$ cat src/verilog/cf_spi_settings.svh
`ifndef CF_SPI_SETTINGS_SVH
`define CF_SPI_SETTINGS_SVH

// log2 of the up_clk cycles in one serial clock period.
`define CF_SPI_CLK_DIV_LOG2 3

// host register port widths.
`define CF_SPI_ADDR_W 3
`define CF_SPI_DATA_W 32

`endif
$ cat src/verilog/cf_spi_xfer_pkg.sv
`default_nettype none

package cf_spi_xfer_pkg;

  typedef enum logic {
    DEV_0 = 1'b0,
    DEV_1 = 1'b1
  } dev_sel_e;

  // shift engine states.
  typedef enum logic [1:0] {
    ST_IDLE  = 2'd0,
    ST_SHIFT = 2'd1,
    ST_HOLD  = 2'd2,
    ST_DONE  = 2'd3
  } engine_state_e;

endpackage

`default_nettype wire

$ cat src/verilog/cf_spi_regs_pkg.sv
`default_nettype none

`include "cf_spi_settings.svh"

package cf_spi_regs_pkg;

  typedef enum logic {
    OP_READ  = 1'b0,
    OP_WRITE = 1'b1
  } bus_op_e;

  // register map of the host port.
  typedef enum logic [`CF_SPI_ADDR_W-1:0] {
    REG_WDATA0 = 0,
    REG_WDATA1 = 1,
    REG_CTRL   = 2,
    REG_STATUS = 3,
    REG_RDATA  = 4
  } reg_addr_e;

endpackage

`default_nettype wire

$ cat src/verilog/cf_spi_top.sv
`default_nettype none

`include "cf_spi_settings.svh"

module cf_spi_top (
  input  wire                                up_clk,
  input  wire                                up_rstn,
  input  wire                                up_req_i,
  input  wire cf_spi_regs_pkg::bus_op_e      up_op_i,
  input  wire cf_spi_regs_pkg::reg_addr_e    up_addr_i,
  input  wire        [`CF_SPI_DATA_W-1:0]    up_wdata_i,
  output wire                                up_ack_o,
  output wire        [`CF_SPI_DATA_W-1:0]    up_rdata_o,
  output wire                                spi_cs0n_o,
  output wire                                spi_cs1n_o,
  output wire                                spi_clk_o,
  output wire                                spi_sd_o,
  input  wire                                spi_sd_i
);

  import cf_spi_xfer_pkg::*;

  wire           xfer_req;
  wire           xfer_ack;
  dev_sel_e      xfer_dev;
  wire  [31:0]   xfer_frame;
  wire  [7:0]    rx_byte;

  // host side registers and start control.
  cf_spi_up_regs i_up_regs (
    .up_clk       (up_clk),
    .up_rstn      (up_rstn),
    .up_req_i     (up_req_i),
    .up_op_i      (up_op_i),
    .up_addr_i    (up_addr_i),
    .up_wdata_i   (up_wdata_i),
    .up_ack_o     (up_ack_o),
    .up_rdata_o   (up_rdata_o),
    .xfer_req_o   (xfer_req),
    .xfer_dev_o   (xfer_dev),
    .xfer_frame_o (xfer_frame),
    .xfer_ack_i   (xfer_ack),
    .rx_byte_i    (rx_byte)
  );

  // serial shift engine.
  cf_spi_engine i_engine (
    .up_clk       (up_clk),
    .up_rstn      (up_rstn),
    .xfer_req_i   (xfer_req),
    .xfer_dev_i   (xfer_dev),
    .xfer_frame_i (xfer_frame),
    .xfer_ack_o   (xfer_ack),
    .rx_byte_o    (rx_byte),
    .spi_cs0n_o   (spi_cs0n_o),
    .spi_cs1n_o   (spi_cs1n_o),
    .spi_clk_o    (spi_clk_o),
    .spi_sd_o     (spi_sd_o),
    .spi_sd_i     (spi_sd_i)
  );

endmodule

`default_nettype wire

$ cat src/verilog/cf_spi_engine.sv
`default_nettype none

`include "cf_spi_settings.svh"

module cf_spi_engine (
  input  wire                              up_clk,
  input  wire                              up_rstn,
  input  wire                              xfer_req_i,
  input  wire cf_spi_xfer_pkg::dev_sel_e   xfer_dev_i,
  input  wire        [31:0]                xfer_frame_i,
  output logic                             xfer_ack_o,
  output logic       [7:0]                 rx_byte_o,
  output logic                             spi_cs0n_o,
  output logic                             spi_cs1n_o,
  output logic                             spi_clk_o,
  output logic                             spi_sd_o,
  input  wire                              spi_sd_i
);

  import cf_spi_xfer_pkg::*;

  localparam int CNT_W = `CF_SPI_CLK_DIV_LOG2;

  // last cycle of the low half and last cycle of the high half.
  localparam logic [CNT_W-1:0] CNT_RISE = {1'b0, {(CNT_W-1){1'b1}}};
  localparam logic [CNT_W-1:0] CNT_FALL = '1;

  engine_state_e    state;
  logic [CNT_W-1:0] clk_cnt;
  logic [5:0]       bit_cnt;
  logic [31:0]      shift_q;
  logic             rd_q;
  logic             rise;
  logic             fall;
  logic             start;
  logic             last_bit;

  assign rise     = (clk_cnt == CNT_RISE);
  assign fall     = (clk_cnt == CNT_FALL);
  assign last_bit = (bit_cnt == 6'd1);

  // a frame starts on a bit boundary of the free running divider.
  assign start = (state == ST_IDLE) & xfer_req_i & fall;

  always_ff @(posedge up_clk) begin
    if (!up_rstn) begin
      clk_cnt <= '0;
    end else begin
      clk_cnt <= clk_cnt + 1'b1;
    end
  end

  always_ff @(posedge up_clk) begin
    if (!up_rstn) begin
      state      <= ST_IDLE;
      spi_cs0n_o <= 1'b1;
      spi_cs1n_o <= 1'b1;
      spi_clk_o  <= 1'b0;
      spi_sd_o   <= 1'b0;
      xfer_ack_o <= 1'b0;
    end else begin
      case (state)
        ST_IDLE: begin
          if (start) begin
            state      <= ST_SHIFT;
            spi_cs0n_o <= (xfer_dev_i != DEV_0);
            spi_cs1n_o <= (xfer_dev_i != DEV_1);
            spi_sd_o   <= xfer_frame_i[31];
          end
        end
        ST_SHIFT: begin
          if (rise) begin
            spi_clk_o <= 1'b1;
          end
          // data moves together with the falling edge, never while the clock is high.
          if (fall) begin
            spi_clk_o <= 1'b0;
            if (last_bit) begin
              state <= ST_HOLD;
            end else begin
              spi_sd_o <= shift_q[30];
            end
          end
        end
        ST_HOLD: begin
          // release chip select half a period after the last falling edge.
          if (rise) begin
            state      <= ST_DONE;
            spi_cs0n_o <= 1'b1;
            spi_cs1n_o <= 1'b1;
            spi_sd_o   <= 1'b0;
            xfer_ack_o <= 1'b1;
          end
        end
        ST_DONE: begin
          if (!xfer_req_i) begin
            state      <= ST_IDLE;
            xfer_ack_o <= 1'b0;
          end
        end
      endcase
    end
  end

  always_ff @(posedge up_clk) begin
    if (start) begin
      shift_q   <= xfer_frame_i;
      bit_cnt   <= (xfer_dev_i == DEV_1) ? 6'd32 : 6'd16;
      rd_q      <= (xfer_dev_i == DEV_0) & xfer_frame_i[31];
      rx_byte_o <= 8'd0;
    end else if (state == ST_SHIFT) begin
      // read data is taken at each rising edge of the last eight bits.
      if (rise && rd_q && (bit_cnt <= 6'd8)) begin
        rx_byte_o <= {rx_byte_o[6:0], spi_sd_i};
      end
      if (fall && !last_bit) begin
        shift_q <= {shift_q[30:0], 1'b0};
        bit_cnt <= bit_cnt - 1'b1;
      end
    end
  end

endmodule

`default_nettype wire

$ cat src/verilog/cf_spi_up_regs.sv
`default_nettype none

`include "cf_spi_settings.svh"

module cf_spi_up_regs (
  input  wire                                up_clk,
  input  wire                                up_rstn,
  input  wire                                up_req_i,
  input  wire cf_spi_regs_pkg::bus_op_e      up_op_i,
  input  wire cf_spi_regs_pkg::reg_addr_e    up_addr_i,
  input  wire        [`CF_SPI_DATA_W-1:0]    up_wdata_i,
  output logic                               up_ack_o,
  output logic       [`CF_SPI_DATA_W-1:0]    up_rdata_o,
  output logic                               xfer_req_o,
  output cf_spi_xfer_pkg::dev_sel_e          xfer_dev_o,
  output logic       [31:0]                  xfer_frame_o,
  input  wire                                xfer_ack_i,
  input  wire        [7:0]                   rx_byte_i
);

  import cf_spi_regs_pkg::*;
  import cf_spi_xfer_pkg::*;

  logic [15:0]               wdata0;
  logic [`CF_SPI_DATA_W-1:0] wdata1;
  logic [7:0]                rdata;
  logic [`CF_SPI_DATA_W-1:0] rdata_mux;
  logic                      busy;
  logic                      access;
  logic                      start;
  dev_sel_e                  new_dev;

  // an access is taken once, on the first edge that sees req with ack still low.
  assign access  = up_req_i & ~up_ack_o;
  assign busy    = xfer_req_o | xfer_ack_i;
  assign new_dev = dev_sel_e'(up_wdata_i[0]);

  // a start while busy is dropped.
  assign start = access & (up_op_i == OP_WRITE) & (up_addr_i == REG_CTRL) & ~busy;

  always_ff @(posedge up_clk) begin
    if (!up_rstn) begin
      up_ack_o <= 1'b0;
    end else if (access) begin
      up_ack_o <= 1'b1;
    end else if (!up_req_i) begin
      up_ack_o <= 1'b0;
    end
  end

  always_ff @(posedge up_clk) begin
    if (access && (up_op_i == OP_WRITE)) begin
      case (up_addr_i)
        REG_WDATA0: wdata0 <= up_wdata_i[15:0];
        REG_WDATA1: wdata1 <= up_wdata_i;
        default: begin
        end
      endcase
    end
  end

  always_ff @(posedge up_clk) begin
    if (!up_rstn) begin
      xfer_req_o <= 1'b0;
    end else if (start) begin
      xfer_req_o <= 1'b1;
    end else if (xfer_ack_i) begin
      xfer_req_o <= 1'b0;
    end
  end

  // frames are left aligned, so device 0 sends its half-word first.
  always_ff @(posedge up_clk) begin
    if (start) begin
      xfer_dev_o   <= new_dev;
      xfer_frame_o <= (new_dev == DEV_1) ? wdata1 : {wdata0, 16'd0};
    end
  end

  // only a device 0 frame with bit 31 set returns data.
  always_ff @(posedge up_clk) begin
    if (!up_rstn) begin
      rdata <= 8'd0;
    end else if (xfer_req_o && xfer_ack_i && (xfer_dev_o == DEV_0) && xfer_frame_o[31]) begin
      rdata <= rx_byte_i;
    end
  end

  always_comb begin
    case (up_addr_i)
      REG_WDATA0: rdata_mux = {{(`CF_SPI_DATA_W-16){1'b0}}, wdata0};
      REG_WDATA1: rdata_mux = wdata1;
      REG_CTRL:   rdata_mux = {{(`CF_SPI_DATA_W-1){1'b0}}, xfer_dev_o};
      REG_STATUS: rdata_mux = {{(`CF_SPI_DATA_W-1){1'b0}}, busy};
      REG_RDATA:  rdata_mux = {{(`CF_SPI_DATA_W-8){1'b0}}, rdata};
      default:    rdata_mux = '0;
    endcase
  end

  // read data is held for as long as ack stays high.
  always_ff @(posedge up_clk) begin
    if (access && (up_op_i == OP_READ)) begin
      up_rdata_o <= rdata_mux;
    end
  end

endmodule

`default_nettype wire

$ cat config.mk
export PLATFORM = sky130hd
export DESIGN_NAME = cf_spi_top
export DESIGN_NICKNAME = d
export VERILOG_FILES = /design/src/verilog/cf_spi_xfer_pkg.sv /design/src/verilog/cf_spi_regs_pkg.sv /design/src/verilog/cf_spi_top.sv /design/src/verilog/cf_spi_engine.sv /design/src/verilog/cf_spi_up_regs.sv
export VERILOG_INCLUDE_DIRS = /design/src /design/src/verilog
export SDC_FILE = /design/constraint.sdc
export NUM_CORES = 1
export LEC_CHECK = 0
export BUFFER_PORTS_ARGS = -buffer_cell sky130_fd_sc_hd__buf_2
export CAP_MARGIN = 20
export CORE_ASPECT_RATIO = 0.9
export CORE_MARGIN = 4
export CORE_UTILIZATION = 50
export CTS_BUF_LIST = sky130_fd_sc_hd__clkbuf_8
export CTS_CLUSTER_SIZE = 14
export DETAILED_ROUTE_END_ITERATION = 10
export GPL_TIMING_DRIVEN = 1
export PLACE_DENSITY = 0.7
export SYNTH_ARGS = -nofsm -noshare
export SYNTH_HDL_FRONTEND = slang
export SYNTH_SLANG_ARGS = --single-unit
$ cat constraint.sdc
create_clock -name up_clk -period 7.18 [get_ports up_clk]
set_input_delay 0.718 -clock up_clk [delete_from_list [all_inputs] [get_ports up_clk]]
set_output_delay 0.718 -clock up_clk [all_outputs]
set_load 0.05 [all_outputs]
After elaboration in Yosys (flattened, before gate mapping)
Index checks and enable logic that the tools add are counted.
W data, S select, Z words.
{"block": "totals", "regBits": 179, "elab_cells": 111}
{"block": "op_classes", "addsub": 2, "magnitude_cmp": 1, "n_eq_ne": 17, "muxes": 32, "bitwise": 12, "reduce_logical": 27}
{"op": "$pmux W32 S5", "n": 1}
{"op": "$mux W31", "n": 3}
{"op": "$mux W32", "n": 1}
{"op": "$mux W6", "n": 4}
{"op": "$mux W1", "n": 13}
{"op": "$reduce_bool A2 Y1", "n": 6}
{"op": "$mux W2", "n": 5}
{"op": "$ne A2 B1 Y1 const B", "n": 5}
{"op": "$reduce_and A2 Y1", "n": 5}
{"op": "$reduce_and A5 Y1", "n": 2}
{"op": "$eq A3 B2 Y1 const B", "n": 3}
{"op": "$logic_and A1 B1 Y1", "n": 8}
{"op": "$pmux W2 S4", "n": 1}
{"op": "$and A1 B1 Y1", "n": 7}
{"op": "$eq A3 B3 Y1 const B", "n": 2}
{"op": "$eq A6 B1 Y1 const B", "n": 1}
{"op": "$le A6 B4 Y1 const B", "n": 1}
{"op": "$pmux W1 S2", "n": 3}
{"op": "$reduce_and A3 Y1", "n": 2}
{"op": "$sub A6 B1 Y6 const B", "n": 1}
{"op": "$eq A2 B2 Y1 const B", "n": 2}
{"op": "$ne A2 B2 Y1 const B", "n": 2}
{"op": "$not A1 Y1", "n": 4}
{"op": "$add A3 B1 Y3 const B", "n": 1}
{"op": "other kinds (8)", "n": 8}

Longest topological paths before layout
Gate-level depths: netlist (run 1).
{"block": "depth", "ltp_word": 6, "ltp_mapped": 8, "ltp_nobuf": 7}

Cells and area by module
From an unflattened synthesis (run 1), not the netlist that was laid out.
{"block": "unflattened", "cells_unflattened": 517, "hier_area_um2": 7094.3}
{"module": "cf_spi_up_regs", "instances": 1, "cells_per_inst": 268, "area_per_inst_um2": 4594.4, "seq_area_each_um2": 3593.4}
{"module": "cf_spi_engine", "instances": 1, "cells_per_inst": 249, "area_per_inst_um2": 2499.9, "seq_area_each_um2": 1501.4}

Least setup slack after synthesis (run 1)
Ideal clock, no wire load.
{"block": "synth_timing", "path_type": "input -> register", "start": "input port up_addr_i[2]", "end": "register i_up_regs.xfer_dev_o (enable)", "arrival_ns": 3.690, "t_required_ns": 6.716, "path_slack_ns": 3.026, "cell_stages": 3, "path_cell_list": "buf_2 > or4b_1 > nor3_1"}
{"block": "synth_between", "elab_chain_len": 3}
{"element": "start: declaration", "line_no": "cf_spi_top.sv:10", "rtl": "input wire cf_spi_regs_pkg::reg_addr_e up_addr_i,"}
{"element": "$eq A3 B2 Y1", "line_no": "cf_spi_up_regs.sv:39", "rtl": "assign start = access & (up_op_i == OP_WRITE) & (up_addr_i == REG_CTRL) & ~busy;"}
{"element": "$and A1 B1 Y1 (2 in a row)", "line_no": "cf_spi_up_regs.sv:39"}
{"element": "via i_up_regs.start", "line_no": "cf_spi_up_regs.sv:30", "rtl": "logic start;"}
{"element": "end signal: assignment", "line_no": "cf_spi_up_regs.sv:75", "rtl": "xfer_dev_o <= new_dev;"}
{"element": "end: declaration", "line_no": "cf_spi_up_regs.sv:15", "rtl": "output cf_spi_xfer_pkg::dev_sel_e xfer_dev_o,"}
The timed path passes the listed nets, and every way through them passes these cells.
A chain may end at the register's enable or synchronous reset.

Worst setup path after layout (run 1)
{"block": "layout_timing", "start": "register i_engine.clk_cnt[0]", "end": "register i_engine.shift_q[12] (enable)"}
{"block": "layout_between", "elab_chain_len": 4, "word_cells_on_any_way": 6, "cone_classes": "eq/ne: 1; bitwise: 1; reduce/logical: 4"}
{"element": "start: declaration", "line_no": "cf_spi_engine.sv:29", "rtl": "logic [CNT_W-1:0] clk_cnt;"}
{"element": "start signal: assignment", "line_no": "cf_spi_engine.sv:49", "rtl": "clk_cnt <= clk_cnt + 1'b1;"}
{"element": "$eq A3 B3 Y1 *", "line_no": "cf_spi_engine.sv:39", "rtl": "assign fall = (clk_cnt == CNT_FALL);"}
{"element": "$and A1 B1 Y1 or $logic_and A1 B1 Y1 (tied branches)", "line_no": "cf_spi_engine.sv:43, cf_spi_engine.sv:116"}
{"element": "$reduce_bool A2 Y1 (no line)"}
{"element": "$reduce_and A2 Y1 (no line) *"}
{"element": "end signal: assignment", "line_no": "cf_spi_engine.sv:107", "rtl": "shift_q <= xfer_frame_i;"}
{"element": "end signal: assignment", "line_no": "cf_spi_engine.sv:117", "rtl": "shift_q <= {shift_q[30:0], 1'b0};"}
{"element": "end: declaration", "line_no": "cf_spi_engine.sv:31", "rtl": "logic [31:0] shift_q;"}
Every way passes the cells marked *; elsewhere a longest branch is shown, timed or not.

==> results of run 1 <==
per-layer routing:
layer | track usage | up-vias | share of wire
li1 | - | 2012 | -
met1 | 0.2560 | 1987 | 0.49
met2 | 0.2500 | 87 | 0.45
met3 | 0.04146 | 21 | 0.041
met4 | 0.06684 | 0 | 0.019
met5 | 0 | - | 0
Yosys cell counts, types with 8 or more instances:
master,instances,area share
sky130_fd_sc_hd__a21boi_0,10,0.011
sky130_fd_sc_hd__a21oi_1,12,0.0084
sky130_fd_sc_hd__and2_1,19,0.017
sky130_fd_sc_hd__and3_1,17,0.015
sky130_fd_sc_hd__buf_2,9,0.0063
sky130_fd_sc_hd__clkbuf_1,13,0.0069
sky130_fd_sc_hd__dfxtp_1,28,0.079
sky130_fd_sc_hd__edfxtp_1,151,0.64
sky130_fd_sc_hd__ha_1,12,0.021
sky130_fd_sc_hd__inv_1,8,0.0042
sky130_fd_sc_hd__mux2_2,16,0.025
sky130_fd_sc_hd__mux2i_1,26,0.037
sky130_fd_sc_hd__nand2_1,115,0.061
sky130_fd_sc_hd__nor2_1,44,0.023
where the power goes:
group / switching [uW] / internal [uW] / total (uW)
sequential: 5.51 / 1130 / 1140
combinational: 64.6 / 28.5 / 93.1
clock: 359 / 311 / 670
flip-flops by register name, indices dropped and copies added (netlist names):
signal,flops
i_up_regs.up_rdata_o,32
i_up_regs.wdata1,32
i_up_regs.xfer_frame_o,32
i_engine.shift_q,31
i_up_regs.wdata0,16
i_engine.rx_byte_o,8
i_up_regs.rdata,8
i_engine.bit_cnt,6
i_engine.clk_cnt,3
i_engine.state,2
i_engine.rd_q,1
i_engine.spi_clk_o,1
i_engine.spi_cs0n_o,1
i_engine.spi_cs1n_o,1
i_engine.spi_sd_o,1
i_engine.xfer_ack_o,1
i_up_regs.up_ack_o,1
i_up_regs.xfer_dev_o,1
i_up_regs.xfer_req_o,1
cell type report:
| class | count | area (um2) | share of cell area |
|---|---|---|---|
| flip-flops and latches | 179 | 5095 | 0.6316 |
| multi-input cells | 316 | 1883 | 0.2334 |
| repair buffers | 81 | 417.9 | 0.05181 |
| well taps | 193 | 241.5 | 0.02994 |
| clock buffers | 17 | 234.0 | 0.02901 |
| clock inverters | 15 | 161.4 | 0.02001 |
| inverters | 9 | 33.78 | 0.004188 |
cells by family (layout without fill, tap and decap cells):
| family | after synthesis | after routing | synth area share |
|---|---|---|---|
| XOR/XNOR | 4 | 4 | 0.004925 |
| adder cells (fa/ha/maj) | 12 | 12 | 0.02110 |
| flip-flops | 179 | 179 | 0.7161 |
| buffers and inverters | 34 | 122 | 0.02163 |
| AND/OR/NAND/NOR | 221 | 221 | 0.1388 |
| multiplexers | 42 | 42 | 0.06191 |
| AO/OA/AOI/OAI | 37 | 37 | 0.03553 |
stage by stage:
stage | power, uW | hold slack [ps] | worst slack, ps | std cells | util
global route | 1971 | 395.1 | 4270 | 810 | 0.5760
CTS | 1916 | 408.8 | 4451 | 810 | 0.5760
floorplan | 1226 | 398.4 | 3026 | 529 | -
global placement | 1255 | 407.1 | 4584 | 778 | 0.5478
finish | 1903 | 433.3 | 4495 | 810 | 0.5760
detailed placement | 1257 | 425.7 | 4467 | 778 | 0.5478
path summary, 6_finish.rpt:
path	start	to	slack, ps	depth (start not counted)
setup / recovery	i_engine.clk_cnt[0]	i_engine.shift_q[12]	4490	5
hold / removal	i_engine.clk_cnt[0]	i_engine.clk_cnt[0]	430	1
setup reg to reg	i_engine.clk_cnt[0]	i_engine.shift_q[12]	4490	5
hold reg to reg	i_engine.clk_cnt[0]	i_engine.clk_cnt[0]	430	1
worst register-to-register path, cell delays in order, from the launching register on:
cell                      delay [ps]
sky130_fd_sc_hd__dfxtp_1         350
sky130_fd_sc_hd__ha_1            170
sky130_fd_sc_hd__ha_1            230
sky130_fd_sc_hd__nand3_1         130
sky130_fd_sc_hd__inv_2           580
sky130_fd_sc_hd__a31o_2          840
placed cells by master (no fill, tap or decap), drive strengths merged, types with 2 or more instances in the layout:
| cell | instances |
|---|---|
| a21boi | 10 |
| a21oi | 12 |
| and2 | 19 |
| and3 | 17 |
| buf | 81 |
| bufinv | 2 |
| clkbuf | 17 |
| clkinv | 9 |
| clkinvlp | 3 |
| dfxtp | 28 |
| edfxtp | 151 |
| ha | 12 |
| inv | 10 |
| mux2 | 16 |
| mux2i | 26 |
| nand2 | 115 |
| nand2b | 4 |
| nand3 | 6 |
| nand3b | 3 |
| nor2 | 44 |
| nor2b | 4 |
| nor3 | 4 |
| o21ai | 6 |
| xnor2 | 3 |
==> flow_metrics.tcl, run 1 <==
set metrics [dict create \
    initialDrtViolationCount 334 \
    final_cell_area_mm2 0.008066 \
    die-width_um 133.7 \
    critPathCaptureType "register" \
    diodes 0 \
    num-nets-final 656 \
    areaGrowthSynthToFinish_pct 13.38 \
    timing.critical_path.max_delay_family "compound AO/OA/AOI/OAI gates" \
    fin_tns_setup_ps 0 \
    portbufs 76 \
    crit_path_launch_type "register" \
    routabilityCongestion 0.7535 \
    route.detailed.wl_per_inst_um 16.54 \
    fillerInstances 1117 \
    path_common_cell "sky130_fd_sc_hd__ha_1" \
    power.leakage_uw 0.003106 \
    clock.fmax_mhz 372.4 \
    grt_start_max_net_pins 47 \
    finalSetupViolCount 0 \
    worstPathCellList "ha_1 > ha_1 > nand3_1 > inv_2 > a31o_2" \
    holdCritPathClass "reg2reg" \
    vias 4107 \
    cts_root_buf "sky130_fd_sc_hd__clkbuf_8" \
    yosys_warnings 0 \
    post_cts_resized 0 \
    clock-sinks 179 \
    synthesis.area_per_instance_um2 13.45 \
    detail-route-antenna-nets 0 \
    grt_setup_unrepaired "no" \
    hold_violations 0 \
    clock_tree_from_tritoncts "done" \
    max_stage_delay_ps 840 \
    critical_path.slowest_cell "sky130_fd_sc_hd__a31o_2" \
    outcome "finished clean" \
    synthArstFlopShare 0 \
    total_grt_overflow 0 \
    std_cell_rows 41 \
    cts_buffers 17 \
    timing.max_cap.violations 0 \
    clk_latency_ps 450 \
    skew_final_ps 8.123 \
    synth_seq_cells 179 \
    htree_levels 4 \
    dpl-instance-area_mm2 0.007671 \
    ioPinCount 77 \
    starting_density_of_the_core 0.5080 \
    holdBufCountCts 0 \
    drcViolationCount 0 \
    first_global_vias 4072 \
    arrival_ps 2760 \
    path_max_fanout 46 \
    worst_path_bufs_invs 1 \
    post_synth_instance_area_mm2 0.007114 \
    number_of_vias_per_cell_after_detailed_routing 5.070 \
    wl_um 13390 \
    placeableCoreArea_mm2 0.01400 \
    synth_fp_nets 581 \
    dp_hpwl_um 9185 \
    yosysSeqAreaShare 0.7161 \
    clkTransAtPathRegs_ps 90 \
    worst-setup-path-type "reg2reg" \
    post_route_cells_drive_above_1_share 0.2237 \
    antenna_found_initial 0 \
    period_share 0.3740 \
    cp_data_required_time_ps 7250 \
    max_slew.worst_pin.slew_ps 942.3 \
    dieArea_mm2 0.01620 \
    max-slew-margin-rel 0.3718 \
    cts_setup_buffers 0 \
    ys.flop_type "sky130_fd_sc_hd__edfxtp_1" \
    synthCells 529 \
    ir_drop_worst_case_vdd_mv 0.1461 \
    power-per-cell-area_mw_per_mm2 235.9 \
    firstDrtPassIters 5 \
    cts-root-to-sink-buffers 2 \
    final.min_clock_period_ps 2685 \
    grtUsageTotal 0.1734 \
    synth-edff-count 151 \
    yosysUniqueCellTypes 40 \
    floorplan.die.height_um 121.2 \
    slew_viol_final 0 \
    grt_first_pass_wirelength_um 21490 \
]
No activity file was read; power rests on OpenSTA's default activity.
==> run 2, diff against run 1 <==
Settings changed: PLACE_DENSITY 0.7 to 0.72.
Clock period 7.18 ns to 2.4 ns, I/O delays scaled along.
==> run 2 against run 1 <==
  * Critical path depth increased by 1
  * Wire length increased by 9.4%
  * Utilization increased by 3.3 points
  * Register-to-register slack got worse by 4100 ps
  * Sequential cell count unchanged
  * Via count increased by 7.1%
  * Critical path type is now in2reg
==> flow_metrics.tcl, run 2 (synthesis gave the netlist of run 1 again) <==
set metrics [dict create \
    diodes 0 \
    final-instance-count-excl-fill 846 \
    portbufs 76 \
    min_to "i_engine.rx_byte_o[0]" \
    holdBufCountCts 32 \
    max_stage_delay_ps 610 \
    grt_start_max_net_pins 46 \
    holdCritPathClass "in2reg" \
    routabilityCongestion 0.8261 \
    first_global_vias 4426 \
    detailedPlace.worstSlack_ps 420.6 \
    layout_top_registers "i_up_regs.up_rdata_o: 32 flops, i_up_regs.wdata1: 32 flops, i_up_regs.xfer_frame_o: 32 flops" \
    outcome "finished clean" \
    fillerInstances 1060 \
    worst-setup-path-type "in2reg" \
    most_frequent_standard_cell_in_the_layout_excluding_fill_and_tap_cells "sky130_fd_sc_hd__edfxtp_1" \
    critPathCaptureType "register" \
    power-per-cell-area_mw_per_mm2 719.9 \
    hold_path.startpoint "spi_sd_i" \
    power.leakage_uw 0.003308 \
    commonest_non_fill_non_tap_cells_in_the_layout "sky130_fd_sc_hd__edfxtp_1, sky130_fd_sc_hd__nand2_1, sky130_fd_sc_hd__buf_2" \
    ioPinCount 77 \
    floorplan.die.height_um 121.2 \
    clock-sinks 179 \
    route.detailed.wl_per_inst_um 17.32 \
    ff2ff_path_depth 4 \
    vias 4397 \
    antenna_found_initial 0 \
    htree_levels 4 \
    clock.fmax_mhz 500.8 \
    r2r_setup_slack_ps 410 \
    finalWorstSetupSlack_ps 403.1 \
    num-nets-final 692 \
    drcViolationCount 0 \
    areaGrowthSynthToFinish_pct 19.93 \
    worstPathCellList "dlygate4sd3_1 > buf_2 > nand3b_1 > or4b_1 > nor3_4 > buf_12" \
    timing.max_cap.violations 0 \
    clock_tree_from_tritoncts "done" \
    dieArea_mm2 0.01620 \
    path_max_fanout 33 \
    initialDrtViolationCount 396 \
    firstDrtPassIters 5 \
    std_cell_rows 41 \
    arrival_ps 2160 \
    cts_buffers 17 \
    period_share 0.8321 \
    worstReg2RegStart "i_up_regs.up_ack_o" \
    starting_density_of_the_core 0.5080 \
    cts_root_buf "sky130_fd_sc_hd__clkbuf_8" \
    post_cts_resized 0 \
    finalSetupViolCount 0 \
    max-slew-margin-rel 0.5674 \
    wl_um 14660 \
    cp_data_required_time_ps 2560 \
    die-width_um 133.7 \
    slew_viol_final 0 \
    clk_latency_ps 460 \
    grtUsageTotal 0.1913 \
    min_delay_path_depth 3 \
    utilization 0.6092 \
    cts-root-to-sink-buffers 2 \
    numPlacedInstances 782 \
    final.min_clock_period_ps 1997 \
    cts_setup_buffers 0 \
    detail-route-antenna-nets 0 \
    hold_violations 0 \
    worst_hold_slack_ps 69.80 \
    clkTransAtPathRegs_ps 90 \
    ir_drop_worst_case_vdd_mv 0.7731 \
    critical_path.slowest_cell "sky130_fd_sc_hd__or4b_1" \
    r2r-end "i_up_regs.xfer_frame_o[3]" \
    crit_path_launch_type "input pin" \
    grt_first_pass_wirelength_um 23560 \
    grt_setup_unrepaired "no" \
    post-layout-total-power_uw 6142 \
    post_route_cells_drive_above_1_share 0.2205 \
    placeableCoreArea_mm2 0.01400 \
    number_of_vias_per_cell_after_detailed_routing 5.197 \
    max_slew.worst_pin.slew_ps 648.8 \
    skew_final_ps 11.88 \
    total_grt_overflow 0 \
    dp_hpwl_um 9128 \
]
==> run 2: changes by cell type in the layout (fill, tap and decap cells not counted), sizes merged <==
cell and delta:
bufinv +3, inv +6, dlygate4sd3 +32, clkinvlp -2, buf +4, clkinv -7
==> run 2: worst max-delay path: cells and delay by family <==
family                 cells  cell delay, ps
buffers and inverters      3             870
AND/OR/NAND/NOR            3            1020
==> run 2: stage by stage <==
step                TNS (ps)  area [um2]
floorplan              -3970        7134
global placement           0        7740
detailed placement         0        7740
CTS                        0        8532
global route               0        8532
finish                     0        8532
==> run 2: metal layers <==
layer,track usage,wire (um),vias to the layer above
met2,0.3087,7238,129
li1,-,-,2077
met3,0.04934,809,19
met5,0,0,-
met1,0.2578,6372,2172
met4,0.05784,234,0
==> run 2: worst max-delay path by stage <==
stage,startpoint,slack [ps],end,cells past startpoint
floorplan,i_up_regs.up_ack_o,-110,i_up_regs.xfer_dev_o,3
global placement,i_up_regs.up_ack_o,460,i_up_regs.xfer_frame_o[29],4
detailed placement,i_up_regs.up_ack_o,420,i_up_regs.xfer_frame_o[13],4
CTS,i_up_regs.up_ack_o,400,i_up_regs.xfer_frame_o[28],4
global route,i_up_regs.up_ack_o,330,i_up_regs.xfer_frame_o[26],4
finish,up_req_i,400,i_up_regs.xfer_frame_o[3],6
==> run 2: layout make-up <==
cell class                 instances  area, um2  share of cell area
multi-input combinational        316       1896              0.2222
clock inverter                    15      237.7             0.02786
sequential                       179       5096              0.5973
tap                              193      241.5             0.02830
clock buffer                      17      234.0             0.02742
timing repair buffer             117      793.3             0.09298
inverter                           9      33.78            0.003960
==> run 2: where the power goes <==
group / internal, uW / total (uW) / switching, uW
logic: 123 / 329 / 206
registers: 3390 / 3410 / 17.9
clock network: 1270 / 2400 / 1130
==> run 3, diff against run 2 <==
Clock period 2.4 ns to 1.7 ns, I/O delays scaled along.
==> run 3 against run 2 <==
  * The run now ends with negative setup slack left
  * Global-route usage decreased by 0.30 points
  * Via count decreased by 0.30%
  * Worst hold slack got worse by 11 ps
  * Critical endpoint is now i_up_regs.xfer_frame_o[27]
  * Largest cell class unchanged
==> flow_metrics.tcl, run 3 (synthesis gave the netlist of run 1 again) <==
set metrics [dict create \
    drcViolationCount 0 \
    grt_start_max_net_pins 42 \
    grtUsageTotal 0.1883 \
    final.min_clock_period_ps 1794 \
    commonest_non_fill_non_tap_cells_in_the_layout "sky130_fd_sc_hd__edfxtp_1, sky130_fd_sc_hd__nand2_1, sky130_fd_sc_hd__buf_2" \
    post_route_cells_drive_above_1_share 0.2555 \
    grt_util_met1 0.2480 \
    cts_root_buf "sky130_fd_sc_hd__clkbuf_8" \
    num-nets-final 716 \
    ioPinCount 77 \
    worst-setup-path-type "reg2reg" \
    power.leakage_uw 0.003371 \
    cp_data_required_time_ps 1850 \
    timing.max_cap.violations 0 \
    clock-sinks 179 \
    areaGrowthSynthToFinish_pct 23.30 \
    die-width_um 133.7 \
    min_to "i_up_regs.xfer_req_o" \
    dieArea_mm2 0.01620 \
    use_met2 0.3103 \
    initialDrtViolationCount 368 \
    worstReg2RegStart "i_up_regs.up_ack_o" \
    min_delay_path_depth 3 \
    clk_latency_ps 450 \
    clock_tree_from_tritoncts "done" \
    diodes 0 \
    layout_top_registers "i_up_regs.up_rdata_o: 32 flops, i_up_regs.wdata1: 32 flops, i_up_regs.xfer_frame_o: 32 flops" \
    detail-route-antenna-nets 0 \
    max_stage_delay_ps 520 \
    worstPathCellList "nand3b_1 > or4b_4 > nor3_4 > buf_12 > buf_12" \
    global_route.usage.met3 0.04478 \
    r2r_setup_slack_ps -90 \
    outcome "finished with violations" \
    holdCritPathClass "in2reg" \
    fillerInstances 1005 \
    first_global_vias 4484 \
    grt_setup_unrepaired "yes" \
    most_frequent_standard_cell_in_the_layout_excluding_fill_and_tap_cells "sky130_fd_sc_hd__edfxtp_1" \
    r2r-end "i_up_regs.xfer_frame_o[27]" \
    hold_violations 0 \
    multiInputGateArea_mm2 0.001986 \
    routabilityCongestion 0.7735 \
    vias 4384 \
    route.detailed.wl_per_inst_um 16.78 \
    ff2ff_path_depth 5 \
    wl_um 14600 \
    slew_viol_final 0 \
    htree_levels 4 \
    clkTransAtPathRegs_ps 80 \
    cts-root-to-sink-buffers 2 \
    cts_buffers 17 \
    portbufs 76 \
    dpl-instance-area_mm2 0.007963 \
    number_of_vias_per_cell_after_detailed_routing 5.039 \
    std_cell_rows 41 \
    final_cell_area_mm2 0.008772 \
    post-layout-total-power_uw 7683 \
    fin_tns_setup_ps -2767 \
    firstDrtPassIters 5 \
    arrival_ps 1950 \
    path_common_cell "sky130_fd_sc_hd__buf_12" \
    skew_final_ps 14.16 \
    max_slew.worst_pin.slew_ps 456.1 \
    finalSetupViolCount 33 \
    placeableCoreArea_mm2 0.01400 \
    violations "negative setup slack" \
    floorplan.die.height_um 121.2 \
    crit_path_launch_type "register" \
    antenna_found_initial 0 \
    period_share 1.055 \
    critPathCaptureType "register" \
    dp_hpwl_um 9022 \
    clock.fmax_mhz 557.4 \
    power-per-cell-area_mw_per_mm2 875.9 \
    ir_drop_worst_case_vdd_mv 0.6749 \
    grt_first_pass_wirelength_um 23340 \
    hold_path.startpoint "up_addr_i[2]" \
    area.sequential_mm2 0.005101 \
    total_grt_overflow 0 \
    worst_hold_slack_ps 58.52 \
    critical_path.slowest_cell "sky130_fd_sc_hd__or4b_4" \
    finalWorstSetupSlack_ps -94.17 \
    path_max_fanout 17 \
    max-slew-margin-rel 0.6959 \
    starting_density_of_the_core 0.5080 \
    grt_busiest_layer "met2" \
]
[run 3: cell count changes in the layout (fill, tap and decap cells not counted), sizes merged]
cell,previous run,this run
clkinvlp,1,4
dlygate4sd3,32,33
buf,85,107
clkbuf,17,18
clkinv,2,8
bufinv,5,0
inv,16,12
[run 3: cell type report]
cell class	count	share of cell area
multi-input combinational	316	0.2264
timing repair buffer	141	0.1245
clock buffer	17	0.02667
clock inverter	15	0.008986
inverter	9	0.004422
tap	193	0.02753
sequential	179	0.5815
[run 3: through the flow]
stage,setup slack (ps),utilization,cells
after floorplan,-717.4,-,529
after global placement,-94.70,0.5686,800
after detailed placement,-98.85,0.5686,800
after CTS,-89.68,0.6189,867
after global routing,-151.1,0.6264,870
final,-94.17,0.6264,870
[run 3: power breakdown]
part           internal, uW  switching (uW)
clock network           961            1400
registers              4790            25.7
logic                   203             302
[run 3: how the worst max path moves through the flow]
stage,startpoint,to,slack [ps],cells past startpoint
4_1_cts,i_up_regs.up_ack_o,i_up_regs.xfer_frame_o[27],-90,5
5_1_grt,i_up_regs.up_ack_o,i_up_regs.xfer_frame_o[9],-150,5
3_5_place_dp,i_up_regs.up_ack_o,i_up_regs.xfer_frame_o[29],-100,4
6_report,i_up_regs.up_ack_o,i_up_regs.xfer_frame_o[27],-90,5
3_3_place_gp,i_up_regs.up_ack_o,i_up_regs.xfer_frame_o[13],-90,4
2_1_floorplan,i_up_regs.up_ack_o,i_up_regs.xfer_dev_o,-720,3
[run 3: worst max-delay path: cells and delay by family, from the launching register on]
family	cells	cell delay (ps)
buf+inv	2	290
simple gates	3	860
flops	1	340
[run 3: what timing repair did]
item                                    in CTS  in global routing
endpoints found under the hold margin       48                  0
endpoints found under the setup margin      64                107
cloned                                       1                  1
gates resized for setup                      4                 15
setup buffers                                1                  2
hold buffers                                33                  0
pin swaps                                    2                  3
[run 3: routing by layer]
| metal | vias to the layer above | part of all wire |
|---|---|---|
| met1 | 2119 | 0.44 |
| met3 | 19 | 0.050 |
| met5 | - | 0 |
| li1 | 2130 | - |
| met4 | 0 | 0.016 |
| met2 | 116 | 0.50 |
